===== config.mk =====
export PLATFORM = sky130hd
export DESIGN_NAME = mcsr_unit
export DESIGN_NICKNAME = d
export VERILOG_FILES = /design/src/common/mcsr_pkg.sv /design/src/design/mtimer.sv /design/src/csr_regs/mcsr_regs.sv /design/src/design/trap_ctrl.sv /design/src/design/mcsr_unit.sv
export VERILOG_INCLUDE_DIRS = /design/src /design/src/common
export SDC_FILE = /design/constraint.sdc
export NUM_CORES = 1
export LEC_CHECK = 0
export BUFFER_PORTS_ARGS = -buffer_cell sky130_fd_sc_hd__buf_2
export CAP_MARGIN = 10
export CORE_MARGIN = 2
export CORE_UTILIZATION = 40
export CTS_CLUSTER_SIZE = 10
export DETAILED_ROUTE_END_ITERATION = 8
export GPL_ROUTABILITY_DRIVEN = 0
export PLACE_DENSITY = 0.68
export SETUP_SLACK_MARGIN = 0.5
export SYNTH_ARGS = -nofsm -noshare
export SYNTH_HDL_FRONTEND = slang
export SYNTH_SLANG_ARGS = --single-unit

===== constraint.sdc =====
create_clock -name clk -period 3.1 [get_ports clk]
set_input_delay 0.155 -clock clk [delete_from_list [all_inputs] [get_ports clk]]
set_output_delay 0.155 -clock clk [all_outputs]
set_load 0.01 [all_outputs]

===== src/common/mcsr_consts.svh =====
// machine CSR constants
`ifndef MCSR_CONSTS_SVH
`define MCSR_CONSTS_SVH

`define XLEN              64
`define CSR_ADDR_W        12

// csr addresses
`define CSR_MCYCLE        12'hb00
`define CSR_MSTATUS       12'h300
`define CSR_MTVEC         12'h305
`define CSR_MEPC          12'h341
`define CSR_MCAUSE        12'h342
`define CSR_MIE           12'h304
`define CSR_MIP           12'h344
`define CSR_MSCRATCH      12'h340

// trap causes, bit 63 marks an interrupt
`define CAUSE_ECALL_M     64'h0000_0000_0000_000b
`define CAUSE_M_TIMER_INT 64'h8000_0000_0000_0007

`define MTIP_BIT          7           // timer bit in mie / mip
`define MPP_MACHINE       2'b11
`define FS_DIRTY          2'b11
`define MTVEC_MODE_DIRECT 2'b00

`endif


===== src/common/mcsr_pkg.sv =====
// machine CSR types
`include "mcsr_consts.svh"

package mcsr_pkg;

    // one software access to the csr file
    typedef struct packed {
        logic                   rd_en;
        logic                   wr_en;
        logic [`CSR_ADDR_W-1:0] idx;
        logic [`XLEN-1:0]       wdata;
    } csr_req_t;

    // mstatus fields, reserved bits kept as gaps
    typedef struct packed {
        logic        sd;          // 63
        logic [45:0] rsvd_62_17;
        logic [1:0]  xs;          // 16:15
        logic [1:0]  fs;          // 14:13
        logic [1:0]  mpp;         // 12:11
        logic [2:0]  rsvd_10_8;
        logic        mpie;        // 7
        logic [2:0]  rsvd_6_4;
        logic        mie;         // 3
        logic [2:0]  rsvd_2_0;
    } mstatus_fields_t;

    typedef union packed {
        logic [`XLEN-1:0] raw;
        mstatus_fields_t  f;
    } mstatus_t;

    // trap entry or mret, decided by the trap controller
    typedef struct packed {
        logic             take;
        logic             ret;
        logic [`XLEN-1:0] cause;
        logic [`XLEN-1:0] epc;
    } trap_evt_t;

    typedef struct packed {
        logic             valid;
        logic [`XLEN-1:0] pc;
    } redirect_t;

    // what the trap controller needs from the csr file
    typedef struct packed {
        logic             mstatus_mie;
        logic             mie_mtie;
        logic             mip_mtip;
        logic [`XLEN-1:0] mtvec;
        logic [`XLEN-1:0] mepc;
    } irq_state_t;

endpackage


===== src/design/mtimer.sv =====
// machine timer
`timescale 1ns/100ps
`include "mcsr_consts.svh"

module mtimer (
    input  logic             clk,
    input  logic             wr_mscrstch,
    input  logic             cmp_wr,
    input  logic [`XLEN-1:0] cmp_data,
    output logic             timer_irq
);

    logic [`XLEN-1:0] mtime;
    logic [`XLEN-1:0] mtimecmp;

    always_ff @(posedge clk) begin
        if (wr_mscrstch) begin
            mtime <= '0;
        end else begin
            mtime <= mtime + 1'b1;
        end
    end

    // all ones after reset keeps the interrupt quiet
    always_ff @(posedge clk) begin
        if (wr_mscrstch) begin
            mtimecmp <= '1;
        end else if (cmp_wr) begin
            mtimecmp <= cmp_data;
        end
    end

    // registered level, sees a new compare one cycle after the write
    always_ff @(posedge clk) begin
        if (wr_mscrstch) begin
            timer_irq <= 1'b0;
        end else begin
            timer_irq <= (mtime >= mtimecmp);
        end
    end

endmodule


===== src/csr_regs/mcsr_regs.sv =====
// machine CSR register file
`timescale 1ns/100ps
`include "mcsr_consts.svh"

module mcsr_regs import mcsr_pkg::*; (
    input  logic             clk,
    input  logic             wr_mscrstch,
    input  csr_req_t         csr_req,
    input  trap_evt_t        trap,
    input  logic             timer_irq,
    output logic [`XLEN-1:0] csr_rdata,
    output irq_state_t       irq
);

    logic             we_mcycle;
    logic             we_mstatus;
    logic             we_mtvec;
    logic             we_mepc;
    logic             we_mcause;
    logic             we_mie;
    logic             we_mscratch;

    logic [`XLEN-1:0] mcycle;
    mstatus_t         mstatus_q;
    mstatus_t         mstatus_d;
    mstatus_t         mstatus_wr;
    logic [`XLEN-1:2] mtvec_base;
    logic [`XLEN-1:2] mepc_base;
    logic [`XLEN-1:0] mcause;
    logic             mie_mtie;
    logic             mip_mtip;
    logic [`XLEN-1:0] mscratch;

    // write decode
    assign we_mcycle   = csr_req.wr_en && (csr_req.idx == `CSR_MCYCLE);
    assign we_mstatus  = csr_req.wr_en && (csr_req.idx == `CSR_MSTATUS);
    assign we_mtvec    = csr_req.wr_en && (csr_req.idx == `CSR_MTVEC);
    assign we_mepc     = csr_req.wr_en && (csr_req.idx == `CSR_MEPC);
    assign we_mcause   = csr_req.wr_en && (csr_req.idx == `CSR_MCAUSE);
    assign we_mie      = csr_req.wr_en && (csr_req.idx == `CSR_MIE);
    assign we_mscratch = csr_req.wr_en && (csr_req.idx == `CSR_MSCRATCH);

    always_ff @(posedge clk) begin
        if (wr_mscrstch) begin
            mcycle <= '0;
        end else if (we_mcycle) begin
            mcycle <= csr_req.wdata;
        end else begin
            mcycle <= mcycle + 1'b1;   // free running
        end
    end

    // trap entry wins over mret, both win over a software write
    always_comb begin
        mstatus_wr.raw = csr_req.wdata;
        mstatus_d      = mstatus_q;
        if (trap.take) begin
            mstatus_d.f.mpie = mstatus_q.f.mie;
            mstatus_d.f.mie  = 1'b0;
            mstatus_d.f.mpp  = `MPP_MACHINE;
        end else if (trap.ret) begin
            mstatus_d.f.mie  = mstatus_q.f.mpie;
            mstatus_d.f.mpie = 1'b1;
            mstatus_d.f.mpp  = 2'b00;
        end else if (we_mstatus) begin
            mstatus_d.raw    = '0;         // xs and reserved read zero
            mstatus_d.f.fs   = mstatus_wr.f.fs;
            mstatus_d.f.mpp  = mstatus_wr.f.mpp;
            mstatus_d.f.mpie = mstatus_wr.f.mpie;
            mstatus_d.f.mie  = mstatus_wr.f.mie;
            mstatus_d.f.sd   = (mstatus_wr.f.fs == `FS_DIRTY);
        end
    end

    always_ff @(posedge clk) begin
        if (wr_mscrstch) begin
            mstatus_q  <= '0;
            mtvec_base <= '0;
            mepc_base  <= '0;
            mcause     <= '0;
            mie_mtie   <= 1'b0;
            mip_mtip   <= 1'b0;
            mscratch   <= '0;
        end else begin
            mstatus_q <= mstatus_d;
            mip_mtip  <= timer_irq;    // one cycle behind the timer
            if (we_mtvec) mtvec_base <= csr_req.wdata[`XLEN-1:2];
            if (trap.take) begin
                mepc_base <= trap.epc[`XLEN-1:2];
                mcause    <= trap.cause;
            end else begin
                if (we_mepc)   mepc_base <= csr_req.wdata[`XLEN-1:2];
                if (we_mcause) mcause    <= csr_req.wdata;
            end
            if (we_mie)      mie_mtie <= csr_req.wdata[`MTIP_BIT];
            if (we_mscratch) mscratch <= csr_req.wdata;
        end
    end

    // read port, zero when idle or unmapped
    always_comb begin
        csr_rdata = '0;
        if (csr_req.rd_en) begin
            case (csr_req.idx)
                `CSR_MCYCLE:   csr_rdata = mcycle;
                `CSR_MSTATUS:  csr_rdata = mstatus_q.raw;
                `CSR_MTVEC:    csr_rdata = {mtvec_base, `MTVEC_MODE_DIRECT};
                `CSR_MEPC:     csr_rdata = {mepc_base, 2'b00};
                `CSR_MCAUSE:   csr_rdata = mcause;
                `CSR_MIE:      csr_rdata[`MTIP_BIT] = mie_mtie;
                `CSR_MIP:      csr_rdata[`MTIP_BIT] = mip_mtip;
                `CSR_MSCRATCH: csr_rdata = mscratch;
                default:       csr_rdata = '0;
            endcase
        end
    end

    assign irq.mstatus_mie = mstatus_q.f.mie;
    assign irq.mie_mtie    = mie_mtie;
    assign irq.mip_mtip    = mip_mtip;
    assign irq.mtvec       = {mtvec_base, `MTVEC_MODE_DIRECT};
    assign irq.mepc        = {mepc_base, 2'b00};

endmodule


===== src/design/trap_ctrl.sv =====
// trap and return controller
`timescale 1ns/100ps
`include "mcsr_consts.svh"

module trap_ctrl import mcsr_pkg::*; (
    input  irq_state_t       irq,
    input  logic [`XLEN-1:0] pc,
    input  logic             ecall,
    input  logic             mret,
    input  logic             ex_stall,
    output trap_evt_t        trap,
    output redirect_t        redirect
);

    logic irq_pend;
    logic take_int;
    logic take_ecall;
    logic take_ret;

    // pc of zero means no valid instruction in commit
    assign irq_pend = irq.mip_mtip && irq.mstatus_mie && irq.mie_mtie
                      && (pc != '0);

    // interrupt, then ecall, then mret
    assign take_int   = !ex_stall && irq_pend;
    assign take_ecall = !ex_stall && !irq_pend && ecall;
    assign take_ret   = !ex_stall && !irq_pend && !ecall && mret;

    always_comb begin
        trap.take  = take_int || take_ecall;
        trap.ret   = take_ret;
        trap.cause = take_int ? `CAUSE_M_TIMER_INT : `CAUSE_ECALL_M;
        trap.epc   = pc;
    end

    always_comb begin
        redirect.valid = trap.take || trap.ret;
        if (trap.take) begin
            redirect.pc = irq.mtvec;   // direct mode only
        end else if (trap.ret) begin
            redirect.pc = irq.mepc;
        end else begin
            redirect.pc = '0;
        end
    end

endmodule


===== src/design/mcsr_unit.sv =====
// machine CSR unit top
`timescale 1ns/100ps
`include "mcsr_consts.svh"

module mcsr_unit import mcsr_pkg::*; (
    input  logic             clk,
    input  logic             wr_mscrstch,
    input  csr_req_t         csr_req,
    input  logic [`XLEN-1:0] pc,
    input  logic             ecall,
    input  logic             mret,
    input  logic             ex_stall,
    input  logic             tmr_cmp_wr,
    input  logic [`XLEN-1:0] tmr_cmp_data,
    output logic [`XLEN-1:0] csr_rdata,
    output redirect_t        redirect
);

    logic       timer_irq;
    irq_state_t irq;
    trap_evt_t  trap;

    mtimer i_mtimer (
        .clk         (clk),
        .wr_mscrstch (wr_mscrstch),
        .cmp_wr      (tmr_cmp_wr),
        .cmp_data    (tmr_cmp_data),
        .timer_irq   (timer_irq)
    );

    mcsr_regs i_mcsr_regs (
        .clk         (clk),
        .wr_mscrstch (wr_mscrstch),
        .csr_req     (csr_req),
        .trap        (trap),
        .timer_irq   (timer_irq),
        .csr_rdata   (csr_rdata),
        .irq         (irq)
    );

    trap_ctrl i_trap_ctrl (
        .irq      (irq),
        .pc       (pc),
        .ecall    (ecall),
        .mret     (mret),
        .ex_stall (ex_stall),
        .trap     (trap),
        .redirect (redirect)
    );

endmodule


==> results list <==
- Critical path's most frequent cell: sky130_fd_sc_hd__buf_2
- Library cell contributing the largest single delay on the critical path: sky130_fd_sc_hd__or4_4
- Across the run, the number of max-cap violations was 0.
- Number of top-level design ports: about 340
* Die outline area: slightly below 0.06 mm^2
- For this run, the detailed router's first-pass iteration total came to 9.
- Fraction of the yosys area taken by sequential cells: between 40 and 50%
* Most common library cell in the layout ignoring fill and taps: sky130_fd_sc_hd__nand2_1
* Tightest Pin Transition: approximately 1.1 ns
- Global-route wire length before repair: around 130,000 um
* Final number of hold-violating endpoints: 0
- Dividing total power by cell area gives a power density of about 450 mW/mm^2.
* Commonest cells after routing, fill and taps aside: sky130_fd_sc_hd__nand2_1, sky130_fd_sc_hd__dfxtp_1, sky130_fd_sc_hd__a21oi_1, sky130_fd_sc_hd__buf_2, sky130_fd_sc_hd__dlygate4sd3_1
- Total number of nets in the final design: 3,616
* Cells after synthesis: around 2,900
- The region available for standard cell placement spans 0.0563 mm^2.
* Status: completed
- Die extent in x: between 200 and 250 um
- After detailed routing, the total wire length is roughly 80,000 um.
- Worst Path Required: between 2 and 3 ns
- Max-slew headroom at the worst pin: 26.7%
- Relative to the synthesized area, the layout overhead comes to 29.5%.
- Data on the critical path arrives at its endpoint at roughly 2.7 ns.
* Post-synth ARST share: 0%
* Finished Layout Cells: between 4,000 and 5,000
- Startpoint kind of the worst setup timing path: primary input
- Across all layers, the routed design uses roughly 23,000 vias.
- Setup total negative slack: 0 ns
- GRT Residual Overflow: 0
- Synth unique cells: a little under 70
- The global routing stage identified its most utilized layer as met2.
- In this run the static leakage power is roughly 11 nW.
* Syn Std Cell Area: approximately 0.023 mm^2
- Met2 track demand over resource in global routing: 45.2%
- Clock-pin slew reported for the worst setup and hold paths after clock tree synthesis: approximately 0.060 ns
- Total buffers and inverters traversed by the critical path: 4
* Mean cell area of the mapped netlist: 7.92 um^2
* Share of total power in the clock network: 45.2%
- Initial antenna violation count: 8
- In this run, the combinational gates consume under 10% of the power.
- In the routed layout, each cell is associated on average with a via count of approximately 5.6.
- The final max-slew violation count is 0.
- Starting density of the core: about two fifths
* Final period demand of the worst path: roughly 2.9 ns
- The number of global-route vias before repair is about 22,000.
- Path type of the worst setup path: in2out
* Number of port buffers: around 340
- HPWL after detailed placement: 55,500 um
- Synth Flop Type: sky130_fd_sc_hd__dfxtp_1
- Part of the total power dissipated in sequential elements: 46.1%
- Entering global routing, the biggest net connects 150 pins.
- Across the VDD grid, the largest voltage drop is approximately 0.43 mV.
* Power dissipated by switching net loads: roughly 0.0032 W
- In this run the number of H-tree levels came out at 2.
* Internal power component: a little under 0.01 W
* Routing usage on met3: 4.24%
- Clock buffers created by TritonCTS: 54
* Clock latency at the later pin of the worst-skew pair: approximately 0.62 ns
- Setup repair after global routing missed its margin: true
* Synthesis Warnings: 0
- The floorplan has 87 rows.
- Critical path capture point type: primary output
- Global routing consumed, over all layers together, a little over a quarter of the routing resources.
* Period utilization: roughly 92%
- Of the total power, the share spent switching nets is 24.6%.
- Critical path cell sequence: buf_2 > nor4_1 > nand4_1 > or4_4 > a41oi_4 > buf_8 > buf_12 > nand3_1 > a21oi_2 > buf_2
* Number of sinks driven by the clock tree: between 400 and 500
* Die height: 242 um
- TritonCTS clock tree: done
- Number of enable-type register cells in the synthesized netlist: 0
- Met1 global-route usage: between 30% and 40%
* Hold WC Path Type: in2reg
* Remaining antenna violation count: 0
- After synthesis the netlist holds a flip-flop and latch count of ~450.
- For this run, the top clock speed supported by timing is roughly 350 MHz.
- Critical path peak fanout: 10
- After detailed routing, the average wire length per cell comes to 20.0 um.
- DR iter-0 viols: about 2,200
* Share of final-layout standard cells stronger than drive strength 1: between 10% and 20%
- Stage delay of the slowest cell on the critical path: between 0.5 and 0.6 ns
- Setup skew after layout: a little over 0.04 ns
- In the routed design, unresolved DRC markers number 0.
- Family with the most delay on the worst path: simple AND/OR/NAND/NOR gates
- CTS max path bufs: 3
* Root Buffer: sky130_fd_sc_hd__clkbuf_16
- Placed insts: roughly 3,800
- Total of endpoints with negative setup slack in the final report: 0
## timing repair
action | 4_1_cts | 5_1_grt
pin swaps | 5 | 19
gates resized for setup | 22 | 28
setup buffers | 3 | 0
hold buffers | 193 | 1
cloned | 0 | 1
endpoints found under the hold margin | 405 | 1
setup endpoints to repair | 70 | 77
## final cells by class
type                       count  area [um^2]
inverter                      85          319
timing repair buffer         641         4880
clock inverter                 7          131
multi-input combinational   2102        12500
clock buffer                  69         1460
antenna                        5         12.5
sequential                   454         9090
tap                          756          946
fill                        5279        26900
## synthesized netlist by cell type, drive strengths merged, types with 2 or more instances
| library cell | instances | area share [%] |
|---|---|---|
| a2111oi | 3 | 0.12 |
| a211oi | 99 | 3.5 |
| a21o | 2 | 0.066 |
| a21oi | 368 | 8.3 |
| a221oi | 4 | 0.15 |
| a222oi | 63 | 2.8 |
| a22oi | 56 | 1.9 |
| a311oi | 5 | 0.19 |
| a31oi | 5 | 0.14 |
| a41o | 2 | 0.088 |
| and2 | 8 | 0.23 |
| and3 | 26 | 0.72 |
| and4 | 16 | 0.62 |
| buf | 48 | 1.3 |
| clkbuf | 176 | 2.9 |
| dfxtp | 454 | 40 |
| ha | 66 | 3.6 |
| inv | 84 | 1.4 |
| mux2 | 4 | 0.20 |
| mux2i | 76 | 3.4 |
| nand2 | 583 | 9.6 |
| nand2b | 7 | 0.19 |
| nand3 | 119 | 2.7 |
| nand4 | 53 | 1.6 |
| nand4b | 2 | 0.077 |
| nor2 | 190 | 3.1 |
| nor2b | 6 | 0.17 |
| nor3 | 23 | 0.60 |
| nor4 | 42 | 1.3 |
| nor4b | 3 | 0.12 |
| o211ai | 65 | 2.2 |
| o21a | 2 | 0.066 |
| o21ai | 54 | 1.2 |
| o22ai | 2 | 0.055 |
| o31ai | 4 | 0.13 |
| or3 | 17 | 0.49 |
| or4 | 5 | 0.18 |
| xnor2 | 49 | 1.9 |
| xor2 | 60 | 2.3 |
## worst reg2reg max path, cell delays in order, from the launching register on
cell and delay [ns]:
sky130_fd_sc_hd__dfxtp_1 0.41, sky130_fd_sc_hd__and4_1 0.35, sky130_fd_sc_hd__nand4_2 0.28, sky130_fd_sc_hd__nor4_4 0.39, sky130_fd_sc_hd__nand4_4 0.22, sky130_fd_sc_hd__or4_1 0.44
sky130_fd_sc_hd__a311oi_1 0.24
## stage by stage
stage | hold WS (ns) | power, W | utilization [%] | setup WS (ns) | cell area (um^2)
after floorplan | 0.281 | 0.00660 | - | 0.843 | 22700
final | 0.125 | 0.0131 | 52.2 | 0.239 | 29400
after detailed placement | 0.375 | 0.00708 | 45.4 | 0.228 | 25600
after global placement | 0.368 | 0.00707 | 45.4 | 0.230 | 25600
after CTS | -0.0828 | 0.0132 | 51.9 | 0.308 | 29200
after global routing | 0.160 | 0.0136 | 52.2 | 0.217 | 29400
## cell families (layout without fill, tap and decap cells)
| group | after synthesis | after routing | synth area share, % |
|---|---|---|---|
| adder cells (fa/ha/maj) | 66 | 66 | 3.64 |
| AND/OR/NAND/NOR | 1106 | 1106 | 22.0 |
| flip-flops | 454 | 454 | 40.1 |
| multiplexers | 80 | 80 | 3.55 |
| AO/OA/AOI/OAI | 739 | 739 | 20.9 |
| buffers and inverters | 309 | 802 | 5.61 |
| XOR/XNOR | 109 | 109 | 4.21 |
| other | 1 | 7 | 0.0165 |
## flip-flops by register name, summed over array words and instances (netlist names), 7 cells and up
register / cells
i_mtimer.mtime: 64
i_mcsr_regs.mcause: 64
i_mcsr_regs.mscratch: 64
i_mcsr_regs.mtvec_base: 62
i_mcsr_regs.mepc_base: 62
i_mcsr_regs.mcycle: 64
i_mtimer.mtimecmp: 64
i_mcsr_regs.mstatus_q: 7
## power groups by stage
stage | logic (W) | registers [W] | clock network, W
2_1_floorplan | 0.000465 | 0.00614 | 0
3_3_place_gp | 0.000902 | 0.00617 | 0
3_5_place_dp | 0.000912 | 0.00617 | 0
4_1_cts | 0.00112 | 0.00605 | 0.00602
5_1_grt | 0.00124 | 0.00606 | 0.00626
6_report | 0.00115 | 0.00605 | 0.00593
## worst paths after layout
check                                       startpoint  depth (start not counted)  slack [ns]                     end
worst max-delay path                            pc[31]                         10        0.24            redirect[34]
worst min-delay path                       csr_req[65]                          5        0.12    i_mcsr_regs.mie_mtie
worst max register to register  i_mcsr_regs.mcycle[12]                          6        0.68  i_mcsr_regs.mcycle[59]
worst min register to register  i_mcsr_regs.mcause[41]                          2        0.45  i_mcsr_regs.mcause[41]
## layer usage
metal	wire, um	vias to the layer above
met4	2850	6
met5	40	-
met3	6370	179
met1	34400	10900
met2	38800	1041
li1	-	11100
Power figures use the tool's default switching activity.
